[config.mk]
export PLATFORM = sky130hd
export DESIGN_NAME = energy_accumulator
export DESIGN_NICKNAME = d
export VERILOG_FILES = /design/src/common/spectrum_pkg.sv /design/src/energy/energy_accumulator.sv
export SDC_FILE = /design/constraint.sdc
export NUM_CORES = 1
export LEC_CHECK = 0
export ABC_AREA = 1
export BUFFER_PORTS_ARGS = -buffer_cell sky130_fd_sc_hd__clkbuf_2
export CAP_MARGIN = 30
export CORE_MARGIN = 2
export CORE_UTILIZATION = 40
export DETAILED_ROUTE_END_ITERATION = 12
export PLACE_DENSITY = 0.57
export SYNTH_ARGS = -nofsm -noshare
export SYNTH_HDL_FRONTEND = slang
export SYNTH_SLANG_ARGS = --single-unit
[constraint.sdc]
create_clock -name clock -period 2.57 [get_ports clock]
set_clock_uncertainty 0.1 [all_clocks]
set_input_delay 0 -clock clock [delete_from_list [all_inputs] [get_ports clock]]
set_output_delay 0 -clock clock [all_outputs]
set_load 0.02 [all_outputs]
[src/common/spectrum_pkg.sv]
package spectrum_pkg;

    //////////////////////////////
    // Sample memory
    //////////////////////////////
    localparam int sample_width   = 16;                // One FFT magnitude
    localparam int addr_width     = 10;
    localparam int sample_entries = 1 << addr_width;   // 1024 words

    //////////////////////////////
    // Bins and display
    //////////////////////////////
    localparam int max_bins        = 6;
    localparam int bin_index_width = 3;
    localparam int energy_width    = 42;   // 1024 squared samples fit
    localparam int intensity_width = 14;   // One color slot

    // Packed word widths on the top level ports
    localparam int ends_width  = max_bins * addr_width;       // 60
    localparam int color_width = max_bins * intensity_width;  // 84

    // Sequencer to accumulator, lined up with the read data
    typedef struct packed {
        logic                       sample;  // Read issued this step
        logic                       close;   // Last step of the bin
        logic [bin_index_width-1:0] bin;
    } bin_step_t;

    // Accumulator to mapper
    typedef struct packed {
        logic                       valid;
        logic                       final_bin;  // Last bin of the run
        logic [bin_index_width-1:0] bin;
        logic [energy_width-1:0]    energy;
    } bin_energy_t;

endpackage

[src/energy/energy_accumulator.sv]
module energy_accumulator (
    input  logic                                clock,
    input  logic                                arst_n,
    input  spectrum_pkg::bin_step_t               step,
    input  logic                                final_bin,
    input  logic [spectrum_pkg::sample_width-1:0] read_data,
    output spectrum_pkg::bin_energy_t             energy_out
);

    import spectrum_pkg::*;

    logic [energy_width-1:0]   sum;       // Running bin energy
    logic [2*sample_width-1:0] product;
    logic [energy_width-1:0]   total;

    // Square only when this step carried a read
    assign product = step.sample ? read_data * read_data : '0;
    assign total   = sum + energy_width'(product);

    //////////////////////////////
    // Sum and emit
    //////////////////////////////
    always_ff @(posedge clock or negedge arst_n) begin
        if (!arst_n) begin
            sum        <= '0;
            energy_out <= '0;
        end else begin
            energy_out.valid     <= step.close;
            energy_out.final_bin <= final_bin;
            energy_out.bin       <= step.bin;
            energy_out.energy    <= total;   // Includes this sample
            if (step.close) begin
                sum <= '0;    // Fresh start for next bin
            end else begin
                sum <= total;
            end
        end
    end

endmodule

==> results.md <==
Floorplan:
- After floorplanning, the core was sized to cover 32600 µm².
- Row generation in the floorplan step produced 66 rows.
- The die covers 34800 µm².
- The boundary pin count is between 70 and 80.
- Once the floorplan was initialized, standard cells occupied 40.8% of the core.
- Measured along the x axis, the die boundary spans between 150 and 200 µm.
- The die boundary height is approximately 190 µm.

Logic synthesis:
- Synthesis instantiated 33 different standard cells from the library.
- The simple-gate share of the synthesized area is between 20% and 30%.
- Summing the areas of all compound-gate instances in the mapped netlist gives 4.78% of the synthesized area.
- The number of nets in the synthesized netlist is between 2000 and 2500.
- The adder and majority cell fraction of the synthesized area is a little under two fifths.
- In the synthesized netlist, mux cells make up 0% of the area.
- The number of standard cells after synthesis is between 1500 and 2000.
- The average instance in the mapped netlist occupies 7.25 µm².
- By area, the combinational part of the netlist is dominated by adder cells.
- The number of warnings reported in the yosys synthesis log is 0.
- The area share of xor/xnor cells in the synthesized design is just under 3%.
- The synthesized cell area is 13300 µm².
- The number of synthesized register bits is 89.
- The sequential-to-total area share from yosys stat is approximately 17%.

Timing:
- The number of endpoints with negative hold slack in the final report is 0.
- The worst slew margin relative to its limit is roughly half.
- Setup repair after global routing could not meet its margin everywhere.
- In the finished design, the share of the clock period the worst path needs comes to 234%.
- The routed design could run at a clock period as short as 6.02 ns.
- The slew of the pin with the lowest slew margin is 0.771 ns.
- The total of endpoints with negative setup slack in the final report is 76.
- The max-slew violation count is 0.
- Static timing analysis puts the maximum clock frequency at around 170 MHz.
- The final-layout worst hold slack is 0.0113 ns.
- The minimum setup slack in the final design is -3.45 ns.

Drt:
- In this run, the number of DRC markers left after iteration 0 of detailed routing was around 560.
- After detailed routing, the number of remaining DRC violations is 0.
- Summed over all layers, the routed wires come to 37.5 mm.
- The average wire length per cell after detail routing is roughly 14 µm.
- The total via count in the routed design is 12233.
- In the routed layout, each cell is associated on average with a via count of 4.66.
- The number of search-and-repair iterations in the first detailed-routing pass is 5.
- The detail route stage leaves a number of antenna-violating nets equal to 0.

Clock network:
- The maximum level of the CTS H-tree is 3.
- After clock tree synthesis, the clock-pin slew on the worst setup and hold paths is ~0.07 ns.
- The maximum clock insertion buffer count is 2.
- CTS placed an instance of sky130_fd_sc_hd__clkbuf_16 at the clock tree root.
- TritonCTS built the clock tree.
- Clock tree synthesis inserted a total of 9 buffers.
- The number of clock sinks is between 80 and 90.
- Clock latency on the worst-skew pair, taken at its later pin, is 0.36 ns.

Place:
- The total of buffers placed on input and output ports is 70.
- The half-perimeter wire length of the detailed placement result is 29.8 mm.
- Routability-driven placement finished with a final weighted congestion of 0.982.

Critical path:
- The beginning of the worst register-to-register path is sum[13].
- The worst reg-to-reg path cell count is 14.
- The worst setup path is captured at a register.
- The worst register-to-register path ends at sum[32].
- The slowest stage of the critical path is the sky130_fd_sc_hd__fa_1 cell.
- Data on the critical path is required at its endpoint by 2.68 ns.
- The critical path is of the in -> reg type.
- Data arrives at the worst endpoint at 6.14 ns.
- The critical path startpoint category is an input port.
- The reg2reg setup slack is between 0.4 and 0.5 ns.
- In this run the worst path has a maximum fanout of 6.
- The delay of the slowest critical-path stage is between 0.5 and 0.6 ns.
- The most repeated library cell on the critical path is sky130_fd_sc_hd__fa_1.

GRT:
- Entering global routing, the biggest net connects 63 pins.
- The via count of the first global-routing pass is 13158.
- The total overflow left after global routing is 0.
- The number of antenna violations at the first check in global routing is 0.
- Global routing consumed, over all layers together, 22.4% of the routing resources.
- The first global-routing pass estimated 63.8 mm of wire.

Run:
- Across the run, the number of max-cap violations was 0.

Final layout:
- The post-layout net count is ~2500.
- The repair_antennas step left the layout with diodes totalling 0.
- The layout has 2795 filler cells.
- Cells with a size suffix above 1 make up 42.1% of the layout.
- From synthesis to final layout, the design area changed by 48.5%.

Status:
- The checks that failed: negative setup slack.
- The run finished, with violations left.

Hold path:
- The class of the tightest hold or removal check is in -> async.
==> repair_timing <==
action,4_1_cts,5_1_grt
setup endpoints to repair,78,78
gates resized for setup,410,218
hold endpoints to repair,93,0
hold buffers,5,0
pin swaps,132,95
setup buffers,33,8
==> cell usage in the layout, fill, tap and decap left out, types with 7 or more instances in the layout <==
master / Yosys / layout
sky130_fd_sc_hd__nand4_1: 7 / 7
sky130_fd_sc_hd__nand3_4: 0 / 10
sky130_fd_sc_hd__nor2_4: 3 / 44
sky130_fd_sc_hd__ha_4: 0 / 51
sky130_fd_sc_hd__xor2_2: 6 / 13
sky130_fd_sc_hd__nor2_2: 7 / 47
sky130_fd_sc_hd__inv_2: 1 / 66
sky130_fd_sc_hd__o21ai_1: 0 / 13
sky130_fd_sc_hd__nor2_1: 173 / 92
sky130_fd_sc_hd__nand3_1: 50 / 28
sky130_fd_sc_hd__buf_6: 0 / 32
sky130_fd_sc_hd__buf_4: 0 / 250
sky130_fd_sc_hd__inv_1: 474 / 404
sky130_fd_sc_hd__fa_1: 160 / 153
sky130_fd_sc_hd__nand3b_1: 11 / 11
sky130_fd_sc_hd__a21oi_2: 0 / 26
sky130_fd_sc_hd__clkbuf_8: 0 / 8
sky130_fd_sc_hd__fa_2: 0 / 7
sky130_fd_sc_hd__nand2_2: 13 / 135
sky130_fd_sc_hd__buf_12: 0 / 7
sky130_fd_sc_hd__xor2_1: 21 / 12
sky130_fd_sc_hd__nand3_2: 5 / 17
sky130_fd_sc_hd__a21oi_1: 68 / 20
sky130_fd_sc_hd__a21oi_4: 0 / 22
sky130_fd_sc_hd__clkbuf_2: 0 / 54
sky130_fd_sc_hd__ha_1: 137 / 79
sky130_fd_sc_hd__clkbuf_16: 0 / 15
sky130_fd_sc_hd__dfrtp_1: 89 / 89
sky130_fd_sc_hd__nand2_4: 0 / 51
sky130_fd_sc_hd__o21ai_2: 0 / 9
sky130_fd_sc_hd__ha_2: 0 / 7
sky130_fd_sc_hd__nand2_1: 485 / 309
==> area by class of cell <==
cell class	instances	area [µm²]	share of cell area (%)
sequential	89	2230	11.3
timing repair buffer	366	3010	15.2
tap	442	553	2.80
inverter	475	1800	9.08
clock inverter	4	98.8	0.500
multi-input combinational	1236	11800	59.8
clock buffer	12	256	1.30
==> state kept, by name, summed over array words and instances, names as in the netlist <==
name,flops
energy_out,47
sum,42
==> per-stage QoR <==
step           instances  setup slack [ns]  instance area, µm²  setup TNS (ns)  util (%)
2_1_floorplan       1836             -3.43               14100         -218.65         -
3_3_place_gp        2564             -4.21               16600         -274.15      50.8
3_5_place_dp        2564             -4.23               16600         -275.85      50.8
4_1_cts             2618             -3.40               18900         -222.86      58.0
5_1_grt             2624             -3.76               19800         -246.69      60.6
6_report            2624             -3.45               19800         -227.13      60.6
==> logic make-up after synthesis <==
kind of cell,after synthesis
AND/OR/NAND/NOR,783
XOR/XNOR,39
AO/OA/AOI/OAI,117
buffers and inverters,511
flip-flops,89
adder cells (fa/ha/maj),297
==> critical path: cells and delay by family <==
kind / cells / cell delay (ns)
adder cells (fa/ha/maj): 8 / 3.72
AO/OA/AOI/OAI: 2 / 0.40
XOR/XNOR: 1 / 0.16
AND/OR/NAND/NOR: 15 / 1.28
buffers and inverters: 9 / 0.55
==> how the worst max path moves through the flow <==
| stage | start | endpoint | slack (ns) | cells after the start |
|---|---|---|---|---|
| after detailed placement | read_data[10] | sum[36] | -4.23 | 32 |
| after global routing | read_data[3] | sum[39] | -3.76 | 35 |
| final | read_data[8] | sum[38] | -3.45 | 35 |
| after CTS | read_data[8] | sum[36] | -3.40 | 35 |
| after floorplan | read_data[10] | sum[24] | -3.43 | 32 |
| after global placement | read_data[7] | sum[36] | -4.21 | 32 |
==> cell usage after synthesis <==
cell | instances | area, µm²
sky130_fd_sc_hd__nand2_1 | 485 | 1820
sky130_fd_sc_hd__inv_1 | 474 | 1780
sky130_fd_sc_hd__nor2_1 | 173 | 649
sky130_fd_sc_hd__fa_1 | 160 | 3200
sky130_fd_sc_hd__ha_1 | 137 | 1710
sky130_fd_sc_hd__dfrtp_1 | 89 | 2230
sky130_fd_sc_hd__a21oi_1 | 68 | 340
sky130_fd_sc_hd__nand3_1 | 50 | 250
sky130_fd_sc_hd__clkbuf_1 | 35 | 131
sky130_fd_sc_hd__o21ai_0 | 29 | 145
sky130_fd_sc_hd__xor2_1 | 21 | 184
sky130_fd_sc_hd__nand2_2 | 13 | 81.3
sky130_fd_sc_hd__nor3_1 | 12 | 60.1
sky130_fd_sc_hd__xnor2_1 | 12 | 105
sky130_fd_sc_hd__nand3b_1 | 11 | 82.6
sky130_fd_sc_hd__o21bai_1 | 9 | 67.6
sky130_fd_sc_hd__nand4_1 | 7 | 43.8
sky130_fd_sc_hd__nor2_2 | 7 | 43.8
sky130_fd_sc_hd__a21o_1 | 6 | 45.0
sky130_fd_sc_hd__xor2_2 | 6 | 97.6
sky130_fd_sc_hd__nand3_2 | 5 | 50.1
sky130_fd_sc_hd__nor2b_1 | 5 | 31.3
sky130_fd_sc_hd__and2b_1 | 3 | 22.5
sky130_fd_sc_hd__nor2_4 | 3 | 33.8
sky130_fd_sc_hd__nor4_1 | 3 | 18.8
sky130_fd_sc_hd__or2_2 | 3 | 18.8
sky130_fd_sc_hd__a21boi_0 | 2 | 15.0
sky130_fd_sc_hd__a31o_2 | 2 | 17.5
sky130_fd_sc_hd__and3_1 | 2 | 12.5
sky130_fd_sc_hd__a31oi_1 | 1 | 6.26
sky130_fd_sc_hd__and2_1 | 1 | 6.26
sky130_fd_sc_hd__buf_1 | 1 | 3.75
sky130_fd_sc_hd__inv_2 | 1 | 3.75
==> metal layers <==
metal / track usage, % / vias to the layer above / routed length [µm]
li1: - / 6076 / -
met1: 29.5 / 5903 / 16700
met2: 39.6 / 195 / 18900
met3: 1.32 / 59 / 902
met4: 7.02 / 0 / 989
met5: 0 / - / 0
Power is not shown: default switching activity piles up to over one toggle a cycle in this logic, so the estimate is an artifact.
