$ cat src/common/spectrum_pkg.sv
package spectrum_pkg;

    //////////////////////////////
    // Sample memory
    //////////////////////////////
    localparam int sample_width   = 16;                // One FFT magnitude
    localparam int addr_width     = 10;
    localparam int sample_entries = 1 << addr_width;   // 1024 words

    //////////////////////////////
    // Bins and display
    //////////////////////////////
    localparam int max_bins        = 6;
    localparam int bin_index_width = 3;
    localparam int energy_width    = 42;   // 1024 squared samples fit
    localparam int intensity_width = 14;   // One color slot

    // Packed word widths on the top level ports
    localparam int ends_width  = max_bins * addr_width;       // 60
    localparam int color_width = max_bins * intensity_width;  // 84

    // Sequencer to accumulator, lined up with the read data
    typedef struct packed {
        logic                       sample;  // Read issued this step
        logic                       close;   // Last step of the bin
        logic [bin_index_width-1:0] bin;
    } bin_step_t;

    // Accumulator to mapper
    typedef struct packed {
        logic                       valid;
        logic                       final_bin;  // Last bin of the run
        logic [bin_index_width-1:0] bin;
        logic [energy_width-1:0]    energy;
    } bin_energy_t;

endpackage

$ cat src/logic/intensity_mapper.sv
module intensity_mapper #(
    parameter int energy_shift = 20
) (
    input  logic                               clock,
    input  logic                               arst_n,
    input  logic                               run_begin,
    input  spectrum_pkg::bin_energy_t            energy_in,
    output logic [spectrum_pkg::color_width-1:0] color,
    output logic                               done
);

    import spectrum_pkg::*;

    logic [energy_width-1:0]    shifted;
    logic [intensity_width-1:0] level;
    logic                       final_seen;   // Last slot written

    // Scale down, clip at the slot maximum
    assign shifted = energy_in.energy >> energy_shift;
    assign level   = (|shifted[energy_width-1:intensity_width]) ? '1
                                                                : shifted[intensity_width-1:0];

    //////////////////////////////
    // Color slots
    //////////////////////////////
    always_ff @(posedge clock or negedge arst_n) begin
        if (!arst_n) begin
            color <= '0;
        end else if (run_begin) begin
            color <= '0;   // Whole word cleared per run
        end else if (energy_in.valid) begin
            for (int k = 0; k < max_bins; k++) begin
                if (energy_in.bin == bin_index_width'(k)) begin
                    color[k*intensity_width +: intensity_width] <= level;
                end
            end
        end
    end

    // Done trails the final slot update by one cycle
    always_ff @(posedge clock or negedge arst_n) begin
        if (!arst_n) begin
            final_seen <= 1'b0;
            done       <= 1'b0;
        end else begin
            final_seen <= energy_in.valid && energy_in.final_bin;
            done       <= final_seen;
        end
    end

endmodule

$ cat config.mk
export PLATFORM = sky130hd
export DESIGN_NAME = intensity_mapper
export DESIGN_NICKNAME = d
export VERILOG_FILES = /design/src/common/spectrum_pkg.sv /design/src/logic/intensity_mapper.sv
export SDC_FILE = /design/constraint.sdc
export NUM_CORES = 1
export LEC_CHECK = 0
export ABC_AREA = 1
export BUFFER_PORTS_ARGS = -buffer_cell sky130_fd_sc_hd__buf_2
export CAP_MARGIN = 25
export CORE_ASPECT_RATIO = 0.7
export CORE_MARGIN = 5
export CORE_UTILIZATION = 44
export CTS_CLUSTER_SIZE = 10
export DETAILED_ROUTE_END_ITERATION = 10
export HOLD_SLACK_MARGIN = 0.05
export PLACE_DENSITY_LB_ADDON = 0.08
export RECOVER_POWER = 50
export SYNTH_ARGS = -nofsm -noshare
export SYNTH_HDL_FRONTEND = slang
export SYNTH_SLANG_ARGS = --single-unit
$ cat constraint.sdc
create_clock -name clock -period 0.8 [get_ports clock]
set_input_delay 0.12 -clock clock [delete_from_list [all_inputs] [get_ports clock]]
set_output_delay 0.12 -clock clock [all_outputs]
set_load 0.05 [all_outputs]
==> results.cfg, run 1 <==
[status]
outcome = complete, but fails checks
violations = setup timing

[critical_path]
worst-path-buf-inv = 1
critPathTopFamily = flip-flops
cpPeakStageDelay_ns = 0.43
worstSetupPathType = reg2out
cp.required_ns = 0.68
cp-start-kind = register
cp_slowest_cell = dfrtp_1
cp-end-kind = output port
cp_cell_sequence = buf_6
arrival_ns = 0.94
critPathMaxFanout = 2

[clocking]
clk_pin_slew_worst_paths_ns = 0.06
cts_buffers = 9
htreeDepth = 3
root_buffer = clkbuf_16
cts_tree = built
clock_path_buffers = 2
insertion_delay_ns = 0.33
clock-sinks = 86

[synthesis]
syn_inst = 422
yosysWarnings = 0
synth_cell_types = 15
yosysTopAreaCell = dfrtp_1
synth_top_cell_area_share_pct = 58.60
syn_area_um2 = 3672
seq_area_frac_synth_pct = 58.60
avgSynthCellArea_um2 = 8.702
syn-num-nets = 472
ys_ff_latch = 86
synthTopCellsByArea = dfrtp_1, nand2_1, nand3_1, o21ai_4, buf_6

[final_layout]
final-instance-count-excl-fill = 687
finish.instance_area_um2 = 6543
areaGrowthSynthToFinish_pct = 78.16
final_common_cell = nand2_1
antenna_cells = 0
nNetsFinal = 631
drive_gt1_share_pct = 53.92
final_cell_mix = nand2_1, buf_6, dfrtp_1

[sta]
finalCriticalPeriod_ns = 1.064
rsz0062_at_grt = yes
layout_setup_ws_ns = -0.2642
min_period_over_period_pct = 133.0
fmax_mhz = 939.6
timing.final.hold_violations = 0
worstMarginPinSlew_ns = 0.5530
final_max_slew_viol_count = 0
slew_headroom_pct = 63.13
finalSetupViolations = 164
fin_skew_ns = 0.0004002

[route]
wl_um = 12710
antenna_left = 0
vias_per_cell = 5.274
vias = 3623
avgRoutedWirePerCell_um = 18.51
drtPass1Iterations = 5
dr.first_iter.drc_count = 249
drc_errors = 0

[global_route]
grt_pass1_wl_um = 19180
grtUsageTotal_pct = 23.76
grt_pass1_vias = 3620
overflow = 0
grt_max_degree = 32
antenna_found_initial = 0

[floorplan]
io_pins = 135
num_rows = 27
core_um2 = 8006
fp.dieH_um = 86.44
start_util_pct = 45.87
die_area_um2 = 10300
die_w_um = 119.2

[flow_run]
maxCapViolCount = 0

[worst_hold_path]
hold_path.class = in2reg

[placed_design]
gp_congestion = 0.8108
port_buffers = 114
dp.cells = 641
post_dp_cell_area_um2 = 4770
hpwlAfterDp_um = 7823

[pwr]
power_per_cell_area_nw_per_um2 = 2226
p_leak_nw = 3.305
ir_worst_vdd_v = 0.001595
[worst min-delay path, stage by stage]
cell and delay [ns]:
buf_4 0.16, nand2_1 0.06, inv_1 0.03
[synthesized netlist by cell type (all sizes together)]
| library cell | instances |
|---|---|
| nand3 | 85 |
| inv | 27 |
| nand2 | 190 |
| buf | 20 |
| nor2 | 7 |
| dfrtp | 86 |
| o21ai | 5 |
| clkbuf | 2 |
[layout make-up]
class | count | area, µm²
clock buffer | 10 | 239.0
clock inverter | 6 | 132.6
fill | 469 | 1464
inverter | 27 | 161.4
multi-input combinational | 287 | 1892
sequential | 86 | 2170
tap | 101 | 126.4
timing repair buffer | 170 | 1822
[per-stage QoR]
| stage | total power [W] | utilization (%) | hold slack, ns | setup WS (ns) | TNS (ns) |
|---|---|---|---|---|---|
| 5_1_grt | 0.01508 | 81.72 | 0.09116 | -0.2911 | -31.52 |
| 4_1_cts | 0.01425 | 74.43 | 0.1132 | -0.2620 | -19.16 |
| 3_3_place_gp | 0.008280 | 59.57 | 0.02249 | -0.3285 | -24.76 |
| 2_1_floorplan | 0.007343 | - | -0.1756 | -0.09383 | -5.935 |
| 6_report | 0.01456 | 81.72 | 0.08536 | -0.2642 | -19.56 |
| 3_5_place_dp | 0.008325 | 59.57 | 0.02602 | -0.3750 | -26.58 |
[layer usage]
| layer | global-route usage (%) | up-vias | share of wire, % |
|---|---|---|---|
| met5 | 0 | - | 0 |
| met4 | 6.309 | 0 | 0.98 |
| met3 | 5.740 | 11 | 5.6 |
| met2 | 37.88 | 141 | 50 |
| met1 | 32.91 | 1821 | 44 |
| li1 | - | 1650 | - |
[timing repair]
item,CTS,global route
setup endpoints to repair,89,163
pin swaps,5,27
hold buffers,2,0
buffers inserted,17,18
gates cloned,1,1
gates resized for setup,196,115
hold endpoints to repair,87,0
[kinds of logic (layout without fill, tap and decap cells)]
group	count (synthesis)	count (layout)	share of synthesized area, %
buffers and inverters	49	213	7.189
flip-flops	86	86	58.60
AO/OA/AOI/OAI	5	5	2.215
AND/OR/NAND/NOR	282	282	31.99
[report_power, final]
group / switching [W] / total, W / internal [W] / leakage (nW)
clock network: 0.00173 / 0.00517 / 0.00345 / 0.179
registers: 0.000373 / 0.00516 / 0.00479 / 1.03
logic: 0.00264 / 0.00423 / 0.00159 / 2.10
total: 0.00474 / 0.0146 / 0.00982 / 3.31
[path summary, 6_finish.rpt]
check | from | endpoint | slack [ns] | depth (start not counted)
setup / recovery | color[20] | color[20] | -0.26 | 1
hold / removal | energy_in[46] | final_seen | 0.09 | 3
setup reg to reg | color[66] | color[66] | 0.02 | 3
hold reg to reg | final_seen | done | 0.38 | 0
max in group asynchronous | arst_n | color[75] | -0.04 | 3
min in group asynchronous | arst_n | color[42] | 0.30 | 2
[flip-flops by register name (all words and copies together), names as in the netlist]
| register | cells |
|---|---|
| color | 84 |
| done | 1 |
| final_seen | 1 |
No activity file was read; power rests on OpenSTA's default activity.
==> run 2: changes to the inputs <==
GPL_TIMING_DRIVEN = 0   (was unset)
==> results.cfg, run 2 (synthesized netlist as in run 1, its figures left out) <==
[status]
outcome = complete, but fails checks
violations = hold timing, setup timing

[clocking]
clock-sinks = 86
clk_pin_slew_worst_paths_ns = 0.06
clock_path_buffers = 2
htreeDepth = 3
insertion_delay_ns = 0.34
cts_tree = built
cts_buffers = 9
root_buffer = clkbuf_16

[final_layout]
areaGrowthSynthToFinish_pct = 78.30
multi_input_area_um2 = 1912
largest_reg_flops = 84
top_regs = color x84, done x1, final_seen x1
final_cell_mix = nand2_1, buf_6, dfrtp_1
fillers = 453
largest_register = color
drive_gt1_share_pct = 56.56
nNetsFinal = 656
antenna_cells = 0
final_common_cell = nand2_1
ff_latch_area_um2 = 2170

[sta]
rsz0062_at_grt = yes
final_max_slew_viol_count = 0
finalSetupViolations = 146
worstMarginPinSlew_ns = 0.5372
tns_ns = -20.43
slew_headroom_pct = 64.19
fin_hold_ws_ns = -0.2954
timing.final.hold_violations = 16
fmax_mhz = 947.2
layout_setup_ws_ns = -0.2557
fin_skew_ns = 0.00005740
finalCriticalPeriod_ns = 1.056
min_period_over_period_pct = 132.0

[placed_design]
detailedPlace.worstSlack_ns = -0.4727
gp_congestion = 0.8127
port_buffers = 114
hpwlAfterDp_um = 7576

[floorplan]
die_area_um2 = 10300
core_um2 = 8006
die_w_um = 119.2
fp.dieH_um = 86.44
io_pins = 135
start_util_pct = 45.87
num_rows = 27

[pwr]
swShare_pct = 35.48
p_leak_nw = 3.368
pwr-share-comb_pct = 32.4
p_switching_w = 0.004710
clock_power_share_pct = 28.8
seqPwrFrac_pct = 38.8
ir_worst_vdd_v = 0.001498
power_per_cell_area_nw_per_um2 = 2028
p_int_w = 0.008566

[global_route]
busiest_layer = met2
grt_pass1_wl_um = 19060
use_met2_pct = 38.34
antenna_found_initial = 0
grtUsageTotal_pct = 23.68
grt_pass1_vias = 3574
overflow = 0
grt_max_degree = 71
use_met1_pct = 32.48
grt_use_met3_pct = 6.067

[critical_path]
reg2reg_setup_slack_ns = 0
critPathMaxFanout = 2
worstSetupPathType = reg2out
arrival_ns = 0.94
cp_slowest_cell = dfrtp_1
cp_cell_sequence = buf_6
cp.required_ns = 0.68
cpPeakStageDelay_ns = 0.42
cp-end-kind = output port
critPathTopFamily = flip-flops
cp-start-kind = register
worst-path-buf-inv = 1

[route]
wl_um = 13410
vias = 3723
avgRoutedWirePerCell_um = 18.86
drc_errors = 0
dr.first_iter.drc_count = 353
drtPass1Iterations = 5
vias_per_cell = 5.236
antenna_left = 0

[flow_run]
maxCapViolCount = 0

[worst_hold_path]
hold_path.class = in2async
[run 2: cell count changes in the layout (fill, tap and decap cells not counted), moves of 2 or more]
cell       change
buf_4         +13
buf_6         +11
buf_12         -8
nand3_1        -7
nand3_2        +7
clkbuf_4       +5
bufinv_16      -4
buf_2          +3
clkbuf_1       +3
clkbuf_16      -2
clkbuf_2       +2
nand2_4        +2
nand2_8        -2
[run 2: power by group through the flow]
stage | Clock (W) | Combinational [W] | Sequential, W
after floorplan | 0 | 0.000772 | 0.00657
after CTS | 0.00387 | 0.00387 | 0.00513
after global routing | 0.00407 | 0.00451 | 0.00519
final | 0.00382 | 0.00430 | 0.00515
after global placement | 0 | 0.00309 | 0.00509
after detailed placement | 0 | 0.00314 | 0.00510
[run 2: area by class of cell]
type	instances	area share [%]
Clock buffer	13	3.822
Inverter	27	2.389
Multi-Input combinational cell	287	29.20
Timing Repair Buffer	173	26.03
Tap cell	101	1.930
Buffer	22	3.344
Clock inverter	2	0.1529
Sequential cell	86	33.14
[run 2: final timing paths]
path / from / end / cells past startpoint
hold / removal: arst_n / color[30] / 1
setup / recovery: color[9] / color[9] / 1
min in group clock: energy_in[33] / color[41] / 5
setup reg to reg: color[83] / color[83] / 3
hold reg to reg: final_seen / done / 0
max in group asynchronous: arst_n / color[75] / 2
[run 2: metal layers]
metal | wire length (µm) | share of wire (%)
met3 | 963 | 7.2
met4 | 212 | 1.6
met1 | 5552 | 41
met2 | 6682 | 50
met5 | 0 | 0
[run 2: repair_timing]
item                                    4_1_cts  5_1_grt
gates cloned                                  1        3
endpoints found under the setup margin      150      162
hold buffers                                  1        1
hold endpoints to repair                     87       23
setup buffers                                23       34
gates resized for setup                     218       98
pin swaps                                     9       31
[run 2: per-stage QoR]
stage               total power [W]  instances  instance area [µm²]  hold WS, ns  util, %
global route                0.01378        711                 6548      -0.2576    81.78
CTS                         0.01287        678                 5892      -0.3600    73.59
finish                      0.01328        711                 6548      -0.2954    81.78
global placement           0.008184        637                 4609       0.3111    57.57
floorplan                  0.007343        422                 3913      -0.1756        -
detailed placement         0.008241        638                 4639     0.007454    57.95
