===== src/common/spectrum_pkg.sv =====
package spectrum_pkg;

    //////////////////////////////
    // Sample memory
    //////////////////////////////
    localparam int sample_width   = 16;                // One FFT magnitude
    localparam int addr_width     = 10;
    localparam int sample_entries = 1 << addr_width;   // 1024 words

    //////////////////////////////
    // Bins and display
    //////////////////////////////
    localparam int max_bins        = 6;
    localparam int bin_index_width = 3;
    localparam int energy_width    = 42;   // 1024 squared samples fit
    localparam int intensity_width = 14;   // One color slot

    // Packed word widths on the top level ports
    localparam int ends_width  = max_bins * addr_width;       // 60
    localparam int color_width = max_bins * intensity_width;  // 84

    // Sequencer to accumulator, lined up with the read data
    typedef struct packed {
        logic                       sample;  // Read issued this step
        logic                       close;   // Last step of the bin
        logic [bin_index_width-1:0] bin;
    } bin_step_t;

    // Accumulator to mapper
    typedef struct packed {
        logic                       valid;
        logic                       final_bin;  // Last bin of the run
        logic [bin_index_width-1:0] bin;
        logic [energy_width-1:0]    energy;
    } bin_energy_t;

endpackage


===== src/energy/bin_sequencer.sv =====
module bin_sequencer #(
    parameter int drain_cycles = 3
) (
    input  logic                                   clock,
    input  logic                                   arst_n,
    input  logic                                   start,
    input  logic [spectrum_pkg::bin_index_width-1:0] bin_count,
    input  logic [spectrum_pkg::ends_width-1:0]      bin_ends,
    output logic [spectrum_pkg::addr_width-1:0]      read_addr,
    output spectrum_pkg::bin_step_t                  step,
    output logic                                   run_begin,
    output logic                                   final_bin,
    output logic                                   busy
);

    import spectrum_pkg::*;

    localparam int drain_width = $clog2(drain_cycles + 1);

    typedef enum logic [1:0] {
        st_idle,
        st_walk,
        st_empty,   // Bin with no addresses, one close step
        st_drain
    } state_t;

    state_t                     state;
    logic [addr_width-1:0]      cur_addr;
    logic [ends_width-1:0]      ends_hold;   // Current bin end in the low slot
    logic [bin_index_width-1:0] bin_idx;
    logic [bin_index_width-1:0] last_idx;    // Index of last requested bin
    logic [drain_width-1:0]     drain_cnt;

    logic [addr_width-1:0]      bin_end;
    logic [addr_width-1:0]      next_end;
    logic [bin_index_width-1:0] count_last;
    logic                       last_addr;
    logic                       last_bin;
    logic                       advance;

    assign bin_end  = ends_hold[addr_width-1:0];
    assign next_end = ends_hold[2*addr_width-1:addr_width];

    // Clamp requested count into 1..max_bins, keep it as last index
    always_comb begin
        if (bin_count == '0) begin
            count_last = '0;
        end else if (bin_count > bin_index_width'(max_bins)) begin
            count_last = bin_index_width'(max_bins - 1);
        end else begin
            count_last = bin_count - 1'b1;
        end
    end

    assign last_addr = (cur_addr == bin_end - 1'b1);
    assign last_bin  = (bin_idx == last_idx);
    // Bin closes this cycle
    assign advance   = ((state == st_walk) && last_addr) || (state == st_empty);

    assign read_addr = cur_addr;            // Store only reads what walk asks
    assign busy      = (state != st_idle);

    //////////////////////////////
    // Walk state machine
    //////////////////////////////
    always_ff @(posedge clock or negedge arst_n) begin
        if (!arst_n) begin
            state     <= st_idle;
            cur_addr  <= '0;
            ends_hold <= '0;
            bin_idx   <= '0;
            last_idx  <= '0;
            drain_cnt <= '0;
        end else begin
            case (state)
                st_idle: begin
                    if (start) begin
                        ends_hold <= bin_ends;
                        last_idx  <= count_last;
                        cur_addr  <= '0;
                        bin_idx   <= '0;
                        // Bin 0 starts at address 0
                        state <= (bin_ends[addr_width-1:0] != '0) ? st_walk : st_empty;
                    end
                end
                st_walk, st_empty: begin
                    if (advance) begin
                        if (last_bin) begin
                            state     <= st_drain;
                            drain_cnt <= drain_width'(drain_cycles - 1);
                        end else begin
                            // Next bin starts at this bin's end
                            cur_addr  <= bin_end;
                            ends_hold <= ends_hold >> addr_width;
                            bin_idx   <= bin_idx + 1'b1;
                            state     <= (next_end > bin_end) ? st_walk : st_empty;
                        end
                    end else begin
                        cur_addr <= cur_addr + 1'b1;
                    end
                end
                st_drain: begin
                    if (drain_cnt == '0) begin
                        state <= st_idle;   // Pipeline empty by now
                    end else begin
                        drain_cnt <= drain_cnt - 1'b1;
                    end
                end
                default: state <= st_idle;
            endcase
        end
    end

    //////////////////////////////
    // Step register
    //////////////////////////////
    // Delayed one cycle to meet the store's read data
    always_ff @(posedge clock or negedge arst_n) begin
        if (!arst_n) begin
            step      <= '0;
            final_bin <= 1'b0;
            run_begin <= 1'b0;
        end else begin
            step.sample <= (state == st_walk);
            step.close  <= advance;
            step.bin    <= bin_idx;
            final_bin   <= advance && last_bin;
            run_begin   <= (state == st_idle) && start;   // Start accepted
        end
    end

endmodule


===== config.mk =====
export PLATFORM = sky130hd
export DESIGN_NAME = bin_sequencer
export DESIGN_NICKNAME = d
export VERILOG_FILES = /design/src/common/spectrum_pkg.sv /design/src/energy/bin_sequencer.sv
export SDC_FILE = /design/constraint.sdc
export NUM_CORES = 1
export LEC_CHECK = 0
export BUFFER_PORTS_ARGS = -buffer_cell sky130_fd_sc_hd__buf_4
export CORE_ASPECT_RATIO = 1.1
export CORE_UTILIZATION = 42
export CTS_CLUSTER_SIZE = 20
export DETAILED_ROUTE_END_ITERATION = 8
export GPL_TIMING_DRIVEN = 0
export PLACE_DENSITY = 0.63
export SYNTH_ARGS = -nofsm -noshare
export SYNTH_HDL_FRONTEND = slang
export SYNTH_SLANG_ARGS = --single-unit

===== constraint.sdc =====
create_clock -name clock -period 2.7 [get_ports clock]
set_clock_uncertainty 0.05 [all_clocks]
set_input_delay 0.135 -clock clock [delete_from_list [all_inputs] [get_ports clock]]
set_output_delay 0.135 -clock clock [all_outputs]
set_load 0.01 [all_outputs]

==> summary.txt, run 1 <==
Placed insts: 740
Util after Layout: 61.4%
Hold Fails Final Rpt: 54
# DRC: 0
Worst Hold Slack: -0.0621 ns
Clock Tree Buf Depth: 2
Yosys reg bits: 87
Number of CTS-inserted buffers: 9
Via count: 4249
Largest net degree at the start of global routing: 88
Least-Margin Pin Slew: 1.13 ns
Max-Cap Viols: 0
Synthesized area per cell: 9.01 sq um
CP Cell Sequence: or4_4, a211oi_2, o32a_4, o21ai_4, a31oi_4, inv_4, buf_12, or4_4, a2bb2oi_1, o22ai_1
CP Max Fanout: 6
CP Data Arrival Time: 2.97 ns
Synth-to-layout area growth: 39.8%
Post-synthesis cell area: 0.00463 sq mm
Die Footprint: 0.0114 sq mm
Vias in the first global route: 4296
Pleak: 2.85 nW
DIE HEIGHT: 112 um
Final ANT Viol Nets: 0
Failing checks: negative hold slack, negative setup slack
Worst Path Required: 2.91 ns
Asr flop ratio synth: 100%
Share of layout cells above drive strength 1: 31.4%
Layout Cells excl Fill: 783
CTS tree: built
RSZ-0062 raised after global routing: yes
Slew margin rel.: 24.9%
Net Count, Synth: 601
Total track usage: 23.3%
Distinct cells, synth: 57
DP HPWL: 9040 um
WL per Instance: 16.8 um
Final period util: 102%
Port Buffer Count: 83
Initial antenna violation count: 0
Min cycle time layout: 2.77 ns
Pwr dens: 1210 mW/mm^2
Core footprint: 0.0105 sq mm
Pre-Repair DR Iteration Count: 4
Number of inserted diodes: 0
Crit path kind: register to register
Max VDD drop: 0.563 mV
Overall power: 7.83 mW
Most common cell after layout, fill and taps aside: nor2_1
Gr ovfl total: 0
Filler cells: 897
IO Count: 84
Final setup vio count: 3
Final Max Slew Viols: 0
Vias per std cell: 5.43
Ys Warns: 0
CTS Root Cell: clkbuf_16
Final GP Congestion: 0.852
Post-synth EDFFs: 0
Gate Count Post-Synth: 514
Drt initial violations: 182
Min setup slack post-route: -0.0666 ns
CP max stage delay: 0.52 ns
Hold Path Class: primary input to async pin
Nets: 722
CP max stage cell: or4_4
FP Rows: 39
H-tree lvl count: 3
Seq/Total Area, Yosys: 47.0%
First-pass GRT wire length: 20600 um
Worst skew pair latency: 0.34 ns
Status: finished, violations left
Initial Utilization: 43.9%
Worst setup EP type: register
CP dominant cell by count: or4_4
WL final: 13200 um
Top_reg_cell synth: dfrtp_1
Achievable Freq: 361 MHz
Commonest cells after routing, fill and taps aside: nor2_1 (104), buf_4 (101), dfrtp_1 (84)
Clk slew on worst S/H paths: 0.07 ns
Worst Path Buf+Inv: 2
Worst path top cell family by delay: simple AND/OR/NAND/NOR gates
Startpoint types: register
Clock sink count: 87
Die width: 102 um
==> worst paths after layout <==
path / from / end / slack [ns] / depth (start not counted)
max in group asynchronous: arst_n / ends_hold[5]$_DFFE_PN0P_ / 1.84 / 1
min in group clock: bin_ends[24] / ends_hold[24]$_DFFE_PN0P_ / 0.01 / 3
worst max register to register: ends_hold[4]$_DFFE_PN0P_ / read_addr[6]$_DFFE_PN0P_ / -0.07 / 10
worst min register to register: bin_idx[1]$_DFFE_PN0P_ / step[1]$_DFF_PN0_ / 0.40 / 0
worst max-delay path: ends_hold[4]$_DFFE_PN0P_ / read_addr[6]$_DFFE_PN0P_ / -0.07 / 10
worst min-delay path: arst_n / read_addr[6]$_DFFE_PN0P_ / -0.06 / 1
==> registers in the layout (all words and copies together), names as in the netlist <==
register and count:
ends_hold 60, step 5, last_idx 3, final_bin 1, read_addr 10, bin_idx 3
state 2, drain_cnt 2, run_begin 1
==> stage by stage <==
stage	setup TNS [ns]	area, sq um	worst slack [ns]
2_1_floorplan	0	4630	0.0683
3_3_place_gp	-16.19	5430	-0.295
3_5_place_dp	-16.95	5430	-0.303
4_1_cts	-0.631	6020	-0.0884
5_1_grt	-2.77	6470	-0.131
6_report	-0.0851	6470	-0.0666
==> cells by family (layout without fill, tap and decap cells) <==
group | after synthesis | in the layout | synth area share [%]
mux | 3 | 3 | 0.703
fa+ha+maj | 21 | 21 | 5.68
flops | 87 | 87 | 47.0
xor+xnor | 15 | 15 | 2.84
simple gates | 194 | 194 | 18.5
buf+inv | 56 | 182 | 5.46
compound gates | 138 | 138 | 19.8
==> metal layers <==
layer / GRT usage [%] / share of wire (%) / up-vias
met5: 0 / 0 / -
met4: 7.33 / 1.6 / 0
met3: 4.79 / 5.1 / 16
met2: 39.6 / 51 / 114
met1: 29.5 / 42 / 2062
li1: - / - / 2057
==> cell type report <==
type                       count  area, sq um  share of cell area, %
clock buffer                  10          239                   3.69
clock inverter                 6         42.5                  0.657
tap                          143          179                   2.76
sequential                    87         2180                   33.7
inverter                      30          115                   1.78
timing repair buffer         114          956                   14.8
multi-input combinational    371         2590                   40.0
buffer                        22          174                   2.69
==> power by group <==
group,internal (mW),switching (mW),total [mW]
Sequential,1.81,0.462,2.27
Combinational,1.89,2.48,4.38
Clock,0.654,0.530,1.18
Total,4.36,3.48,7.83
==> Yosys cell counts (2+ instances only) <==
library cell	instances	area share (%)
a21o_1	2	0.32
a21oi_1	20	2.2
a22o_1	3	0.57
a2bb2oi_1	4	0.76
a31oi_1	3	0.41
and3_1	6	0.81
buf_2	8	0.86
buf_6	4	0.97
clkbuf_1	13	1.1
dfrtp_1	87	47
ha_1	21	5.7
inv_1	29	2.4
mux2_2	2	0.49
nand2_1	39	3.2
nand2b_1	5	0.68
nand3_1	9	0.97
nand3b_1	2	0.32
nand4_1	4	0.54
nor2_1	105	8.5
nor2b_1	3	0.41
nor3_1	7	0.76
nor4_1	4	0.54
o211ai_1	3	0.49
o21a_1	2	0.32
o21ai_0	24	2.6
o21ai_1	2	0.22
o22ai_1	57	7.7
o2bb2ai_1	2	0.38
or2_2	2	0.27
or4_4	2	0.49
xnor2_1	12	2.3
xor2_1	3	0.57
==> what timing repair did <==
action                                 4_1_cts  5_1_grt
resized for setup                           22       72
buffers inserted                            11        6
pin swaps                                    3       36
gates cloned                                 0        3
hold buffers                                11        0
setup endpoints to repair                   75       76
endpoints found under the hold margin       11        0
Note: power is estimated with default switching activity, not from simulation.
==> inputs of run 2 (changes only) <==
Settings changed: CORE_UTILIZATION 42 to 50, HOLD_SLACK_MARGIN from default to 0.05, PLACE_DENSITY 0.63 to 0.74, RECOVER_POWER from default to 25.
==> summary.txt, run 2 (synthesized netlist as in run 1, its figures left out) <==
Min setup slack post-route: -0.162 ns (was -0.0666 ns)
Crit path kind: register to register (unchanged)
Hold Path Class: primary input to register (was primary input to async pin)
Core footprint: 0.00892 sq mm (was 0.0105 sq mm)
Achievable Freq: 349 MHz (was 361 MHz)
Share of layout cells above drive strength 1: 30.5% (was 31.4%)
Worst skew pair latency: 0.38 ns (was 0.34 ns)
WL per Instance: 19.5 um (was 16.8 um)
Pre-Repair DR Iteration Count: 5 (was 4)
Pleak: 3.02 nW (was 2.85 nW)
Clock Tree Buf Depth: 2 (unchanged)
Port Buffer Count: 83 (unchanged)
Clk slew on worst S/H paths: 0.10 ns (was 0.07 ns)
Final ANT Viol Nets: 0 (unchanged)
RSZ-0062 raised after global routing: yes (unchanged)
CTS Root Cell: clkbuf_8 (was clkbuf_16)
Most common cell after layout, fill and taps aside: nor2_1 (unchanged)
Final setup vio count: 49 (was 3)
Final period util: 106% (was 102%)
Die Footprint: 0.00965 sq mm (was 0.0114 sq mm)
DP Area: 0.00540 sq mm (was 0.00543 sq mm)
Min cycle time layout: 2.86 ns (was 2.77 ns)
Via count: 4899 (was 4249)
Final GP Congestion: 0.899 (was 0.852)
Number of CTS-inserted buffers: 9 (unchanged)
DIE HEIGHT: 103 um (was 112 um)
Total negative slack: -3.35 ns (was -0.0851 ns)
Commonest cells after routing, fill and taps aside: nor2_1 (101), buf_4 (93), dfrtp_1 (82) (was nor2_1 (104), buf_4 (101), dfrtp_1 (84))
Clock sink count: 87 (unchanged)
Slew margin rel.: 25.6% (was 24.9%)
Nets: 786 (was 722)
# DRC: 0 (unchanged)
Largest Register: ends_hold (unchanged)
Drt initial violations: 323 (was 182)
Failing checks: negative setup slack (was negative hold slack, negative setup slack)
Crit Reg-Reg Startpoint: ends_hold[5]$_DFFE_PN0P_ (was ends_hold[4]$_DFFE_PN0P_)
Worst setup EP type: register (unchanged)
Number of inserted diodes: 0 (unchanged)
Overall power: 7.96 mW (was 7.83 mW)
Initial Utilization: 51.9% (was 43.9%)
Vias per std cell: 5.99 (was 5.43)
Initial antenna violation count: 0 (unchanged)
Total track usage: 29.6% (was 23.3%)
Die width: 93.7 um (was 102 um)
Hold Crit Start: bin_count[2]
Startpoint types: register (unchanged)
IO Count: 84 (unchanged)
Status: finished, violations left (unchanged)
Max-Cap Viols: 0 (unchanged)
Synth-to-layout area growth: 51.0% (was 39.8%)
Largest net degree at the start of global routing: 88 (unchanged)
FP Rows: 36 (was 39)
Final Max Slew Viols: 0 (unchanged)
Fin area: 0.00699 sq mm (was 0.00647 sq mm)
Max reg flops: 60 (unchanged)
Gr ovfl total: 0 (unchanged)
Hold Fails Final Rpt: 0 (was 54)
Pwr dens: 1140 mW/mm^2 (was 1210 mW/mm^2)
Max VDD drop: 0.606 mV (was 0.563 mV)
Worst Setup SP: ends_hold[5]$_DFFE_PN0P_ (was ends_hold[4]$_DFFE_PN0P_)
H-tree lvl count: 3 (unchanged)
Post-Place Worst Slack: -0.301 ns (was -0.303 ns)
CP Max Fanout: 5 (was 6)
DP HPWL: 8760 um (was 9040 um)
Worst Path Required: 2.92 ns (was 2.91 ns)
Vias in the first global route: 4573 (was 4296)
First-pass GRT wire length: 21700 um (was 20600 um)
WL final: 16000 um (was 13200 um)
Least-Margin Pin Slew: 1.12 ns (was 1.13 ns)
CP Data Arrival Time: 3.08 ns (was 2.97 ns)
Util after Layout: 78.4% (was 61.4%)
CTS tree: built (unchanged)
==> run 2: changes by cell type in the layout (fill, tap and decap cells not counted), moves of 3 or more <==
cell,change
clkinv_2,-3
o22ai_1,-5
clkbuf_16,-9
nor2_2,+3
buf_2,+4
clkbuf_1,+14
dlygate4sd3_1,+51
nor2_1,-3
buf_4,-8
clkbuf_8,+9
o22ai_4,+5
==> run 2: layout make-up <==
class,count,area [sq um]
plain buffers,23,174
clock buffers,10,138
clock inverters,6,51.3
fillers,527,1930
inverters,30,115
multi-input cells,371,2680
flip-flops and latches,87,2180
well taps,114,143
repair buffers,177,1510
==> run 2: what timing repair did <==
item | in CTS | in global routing
resized for setup | 28 | 90
endpoints found under the setup margin | 75 | 75
hold buffers | 62 | 0
pin swaps | 4 | 49
buffers inserted | 14 | 13
endpoints found under the hold margin | 148 | 0
gates cloned | 0 | 5
==> run 2: stage by stage <==
stage	hold slack [ns]	std cells
6_report	0.0549	818
5_1_grt	0.0895	818
4_1_cts	0.0535	802
3_5_place_dp	0.288	711
3_3_place_gp	0.282	711
2_1_floorplan	-0.211	514
==> run 2: report_power, final <==
part	total (mW)	internal [mW]	switching, mW
Combinational	4.76	1.97	2.79
Clock	0.892	0.372	0.520
Sequential	2.31	1.81	0.502
Total	7.96	4.15	3.81
==> run 2: per-layer routing <==
layer / routed length, um / track usage [%] / part of all wire (%)
met3: 918 / 5.01 / 5.7
met4: 754 / 14.2 / 4.7
met2: 8250 / 53.1 / 52
met5: 0 / 0 / 0
met1: 6050 / 34.3 / 38
==> run 2: path summary, 6_finish.rpt <==
check | to | slack (ns) | depth (start not counted)
worst max-delay path | ends_hold[10]$_DFFE_PN0P_ | -0.16 | 11
worst min-delay path | last_idx[1]$_DFFE_PN0P_ | 0.05 | 4
worst max register to register | ends_hold[10]$_DFFE_PN0P_ | -0.16 | 11
worst min register to register | step[1]$_DFF_PN0_ | 0.41 | 0
max in group asynchronous | ends_hold[3]$_DFFE_PN0P_ | 1.36 | 2
min in group asynchronous | ends_hold[7]$_DFFE_PN0P_ | 0.45 | 2
==> run 2: critical path, cell delays in order (launching register included) <==
cell and delay, ns:
dfrtp_2 0.43, or4_4 0.57, o32a_4 0.34, o21ai_4 0.19
a31oi_4 0.14, inv_4 0.11, buf_6 0.10, nand4_1 0.19
buf_2 0.26, clkbuf_16 0.17, o22ai_1 0.14, nor2_1 0.07
==> inputs of run 3 (changes only) <==
Settings changed: GPL_TIMING_DRIVEN 0 to default, PLACE_DENSITY 0.74 to 0.71.
Clock period 2.7 ns to 3.31 ns, I/O delays scaled along.
==> summary.txt, run 3 (synthesized netlist as in run 1, its figures left out) <==
Fin area: 0.00599 sq mm (was 0.00699 sq mm)
DP Area: 0.00532 sq mm (was 0.00540 sq mm)
Drt initial violations: 230 (was 323)
Worst Path Buf+Inv: 2 (was 4)
Sw Ratio: 45.4% (was 47.8%)
Slew margin rel.: -42.9% (was 25.6%)
Clock power share: 14.7% (was 11.2%)
Die width: 93.7 um (unchanged)
Startpoint types: register (unchanged)
Final ANT Viol Nets: 0 (unchanged)
Initial antenna violation count: 0 (unchanged)
Worst setup EP type: register (unchanged)
Worst path top cell family by delay: compound AO/OA/AOI/OAI gates (was simple AND/OR/NAND/NOR gates)
First-pass GRT wire length: 20100 um (was 21700 um)
WL per Instance: 16.5 um (was 19.5 um)
Max-Cap Viols: 1 (was 0)
Clk slew on worst S/H paths: 0.09 ns (was 0.10 ns)
Max VDD drop: 0.664 mV (was 0.606 mV)
Synth-to-layout area growth: 29.4% (was 51.0%)
CP max stage cell: or4_4 (unchanged)
Achievable Freq: 332 MHz (was 349 MHz)
WL final: 12500 um (was 16000 um)
CP Max Fanout: 32 (was 5)
IO Count: 84 (unchanged)
H-tree lvl count: 3 (unchanged)
Final setup vio count: 0 (was 49)
Least-Margin Pin Slew: 2.14 ns (was 1.12 ns)
CP max stage delay: 0.56 ns (was 0.57 ns)
CTS Root Cell: clkbuf_8 (unchanged)
CTS tree: built (unchanged)
Core footprint: 0.00892 sq mm (unchanged)
Hold Fails Final Rpt: 0 (unchanged)
Worst Path Required: 3.50 ns (was 2.92 ns)
Pre-Repair DR Iteration Count: 4 (was 5)
Vias in the first global route: 4193 (was 4573)
Worst skew pair latency: 0.36 ns (was 0.38 ns)
# DRC: 0 (unchanged)
Gr ovfl total: 0 (unchanged)
Total track usage: 27.4% (was 29.6%)
Psw: 2.51 mW (was 3.81 mW)
Final GP Congestion: 0.922 (was 0.899)
Share of layout cells above drive strength 1: 15.9% (was 30.5%)
RSZ-0062 raised after global routing: no (was yes)
Status: finished, violations left (unchanged)
Commonest cells after routing, fill and taps aside: nor2_1 (105), dfrtp_1 (87), buf_4 (71) (was nor2_1 (101), buf_4 (93), dfrtp_1 (82))
Internal: 3.02 mW (was 4.15 mW)
Number of CTS-inserted buffers: 9 (unchanged)
Postcts setup bufs: 0 (was 14)
Clock Tree Buf Depth: 2 (unchanged)
Total negative slack: 0 ns (was -3.35 ns)
FP Rows: 36 (unchanged)
Combinational fraction of design power: 52.0% (was 59.7%)
Initial Utilization: 51.9% (unchanged)
Largest net degree at the start of global routing: 88 (unchanged)
Seq. cell area: 0.00218 sq mm (about the same)
Failing checks: max-capacitance violations, max-slew violations (was negative setup slack)
Via count: 4319 (was 4899)
Number of inserted diodes: 0 (unchanged)
Max reg flops: 60 (unchanged)
Seq pwr share: 33.3% (was 29.0%)
DP HPWL: 8370 um (was 8760 um)
Final period util: 90.9% (was 106%)
CTS resizes: 0 (was 28)
CP Cell Sequence: or4_4, o32a_2, o21ai_2, a31oi_4, inv_4, nand4_1, buf_4, o22ai_1, nor2_1 (was or4_4, o32a_4, o21ai_4, a31oi_4, inv_4, buf_6, nand4_1, buf_2, clkbuf_16, o22ai_1, nor2_1)
Min cycle time layout: 3.01 ns (was 2.86 ns)
Vias per std cell: 5.68 (was 5.99)
Worst Hold Slack: 0.0524 ns (was 0.0549 ns)
CP Data Arrival Time: 3.20 ns (was 3.08 ns)
Hold Path Class: primary input to register (unchanged)
Pwr dens: 923 mW/mm^2 (was 1140 mW/mm^2)
Most common cell after layout, fill and taps aside: nor2_1 (unchanged)
Largest Register: ends_hold (unchanged)
Area of the multi-input gates: 0.00220 sq mm (was 0.00268 sq mm)
Overall power: 5.53 mW (was 7.96 mW)
Filler cells: 765 (was 527)
Crit path kind: register to register (unchanged)
Nets: 728 (was 786)
Final Max Slew Viols: 88 (was 0)
Pleak: 2.64 nW (was 3.02 nW)
Die Footprint: 0.00965 sq mm (unchanged)
Clock sink count: 87 (unchanged)
Port Buffer Count: 83 (unchanged)
DIE HEIGHT: 103 um (unchanged)
==> run 3: cell count changes in the layout (fill, tap and decap cells not counted), sizes merged <==
cell         delta
bufinv          +2
clkbuf          -8
inv             -2
buf            -39
clkinv          +1
dlygate4sd3    -10
clkinvlp        -2
==> run 3: repair_timing <==
item | in CTS | in global routing
endpoints found under the setup margin | 0 | 0
hold endpoints to repair | 138 | 0
hold buffers | 52 | 0
==> run 3: final timing paths <==
check	start	end	slack (ns)	cells past startpoint
worst max-delay path	ends_hold[2]$_DFFE_PN0P_	ends_hold[16]$_DFFE_PN0P_	0.30	9
worst min-delay path	bin_ends[47]	ends_hold[47]$_DFFE_PN0P_	0.05	3
worst max register to register	ends_hold[2]$_DFFE_PN0P_	ends_hold[16]$_DFFE_PN0P_	0.30	9
worst min register to register	bin_idx[1]$_DFFE_PN0P_	step[1]$_DFF_PN0_	0.43	0
max in group asynchronous	arst_n	ends_hold[20]$_DFFE_PN0P_	1.03	2
min in group asynchronous	arst_n	read_addr[8]$_DFFE_PN0P_	0.89	2
==> run 3: per-stage QoR <==
step | utilization [%] | cells | worst slack (ns)
floorplan | - | 514 | 0.678
global placement | 59.7 | 692 | 0.438
detailed placement | 59.7 | 692 | 0.360
CTS | 67.9 | 760 | 0.335
global route | 67.2 | 760 | 0.129
finish | 67.2 | 760 | 0.302
==> run 3: final cells by class <==
cell class / count / share of cell area [%]
Clock buffer: 11 / 2.19
Tap cell: 114 / 2.38
Timing Repair Buffer: 142 / 19.1
Clock inverter: 5 / 1.36
Inverter: 30 / 1.92
Multi-Input combinational cell: 371 / 36.7
Sequential cell: 87 / 36.3
==> run 3: layer usage <==
metal	global-route usage [%]	up-vias	part of all wire, %
met1	33.3	2090	42
li1	-	2069	-
met2	47.9	124	51
met3	4.35	36	3.8
met5	0	-	0
met4	12.5	0	3.3
==> run 3: worst register-to-register path: stages (launching register included) <==
cell     delay (ns)
dfrtp_1        0.47
or4_4          0.56
o32a_2         0.39
o21ai_2        0.23
a31oi_4        0.21
inv_4          0.24
nand4_1        0.14
buf_4          0.27
o22ai_1        0.27
nor2_1         0.07
==> run 3: power groups by stage <==
| stage | Sequential (mW) | Combinational [mW] | Clock (mW) |
|---|---|---|---|
| global placement | 1.83 | 2.77 | 0 |
| floorplan | 1.76 | 2.06 | 0 |
| finish | 1.84 | 2.87 | 0.812 |
| CTS | 1.84 | 2.91 | 0.828 |
| detailed placement | 1.86 | 2.84 | 0 |
| global route | 1.89 | 3.18 | 0.879 |
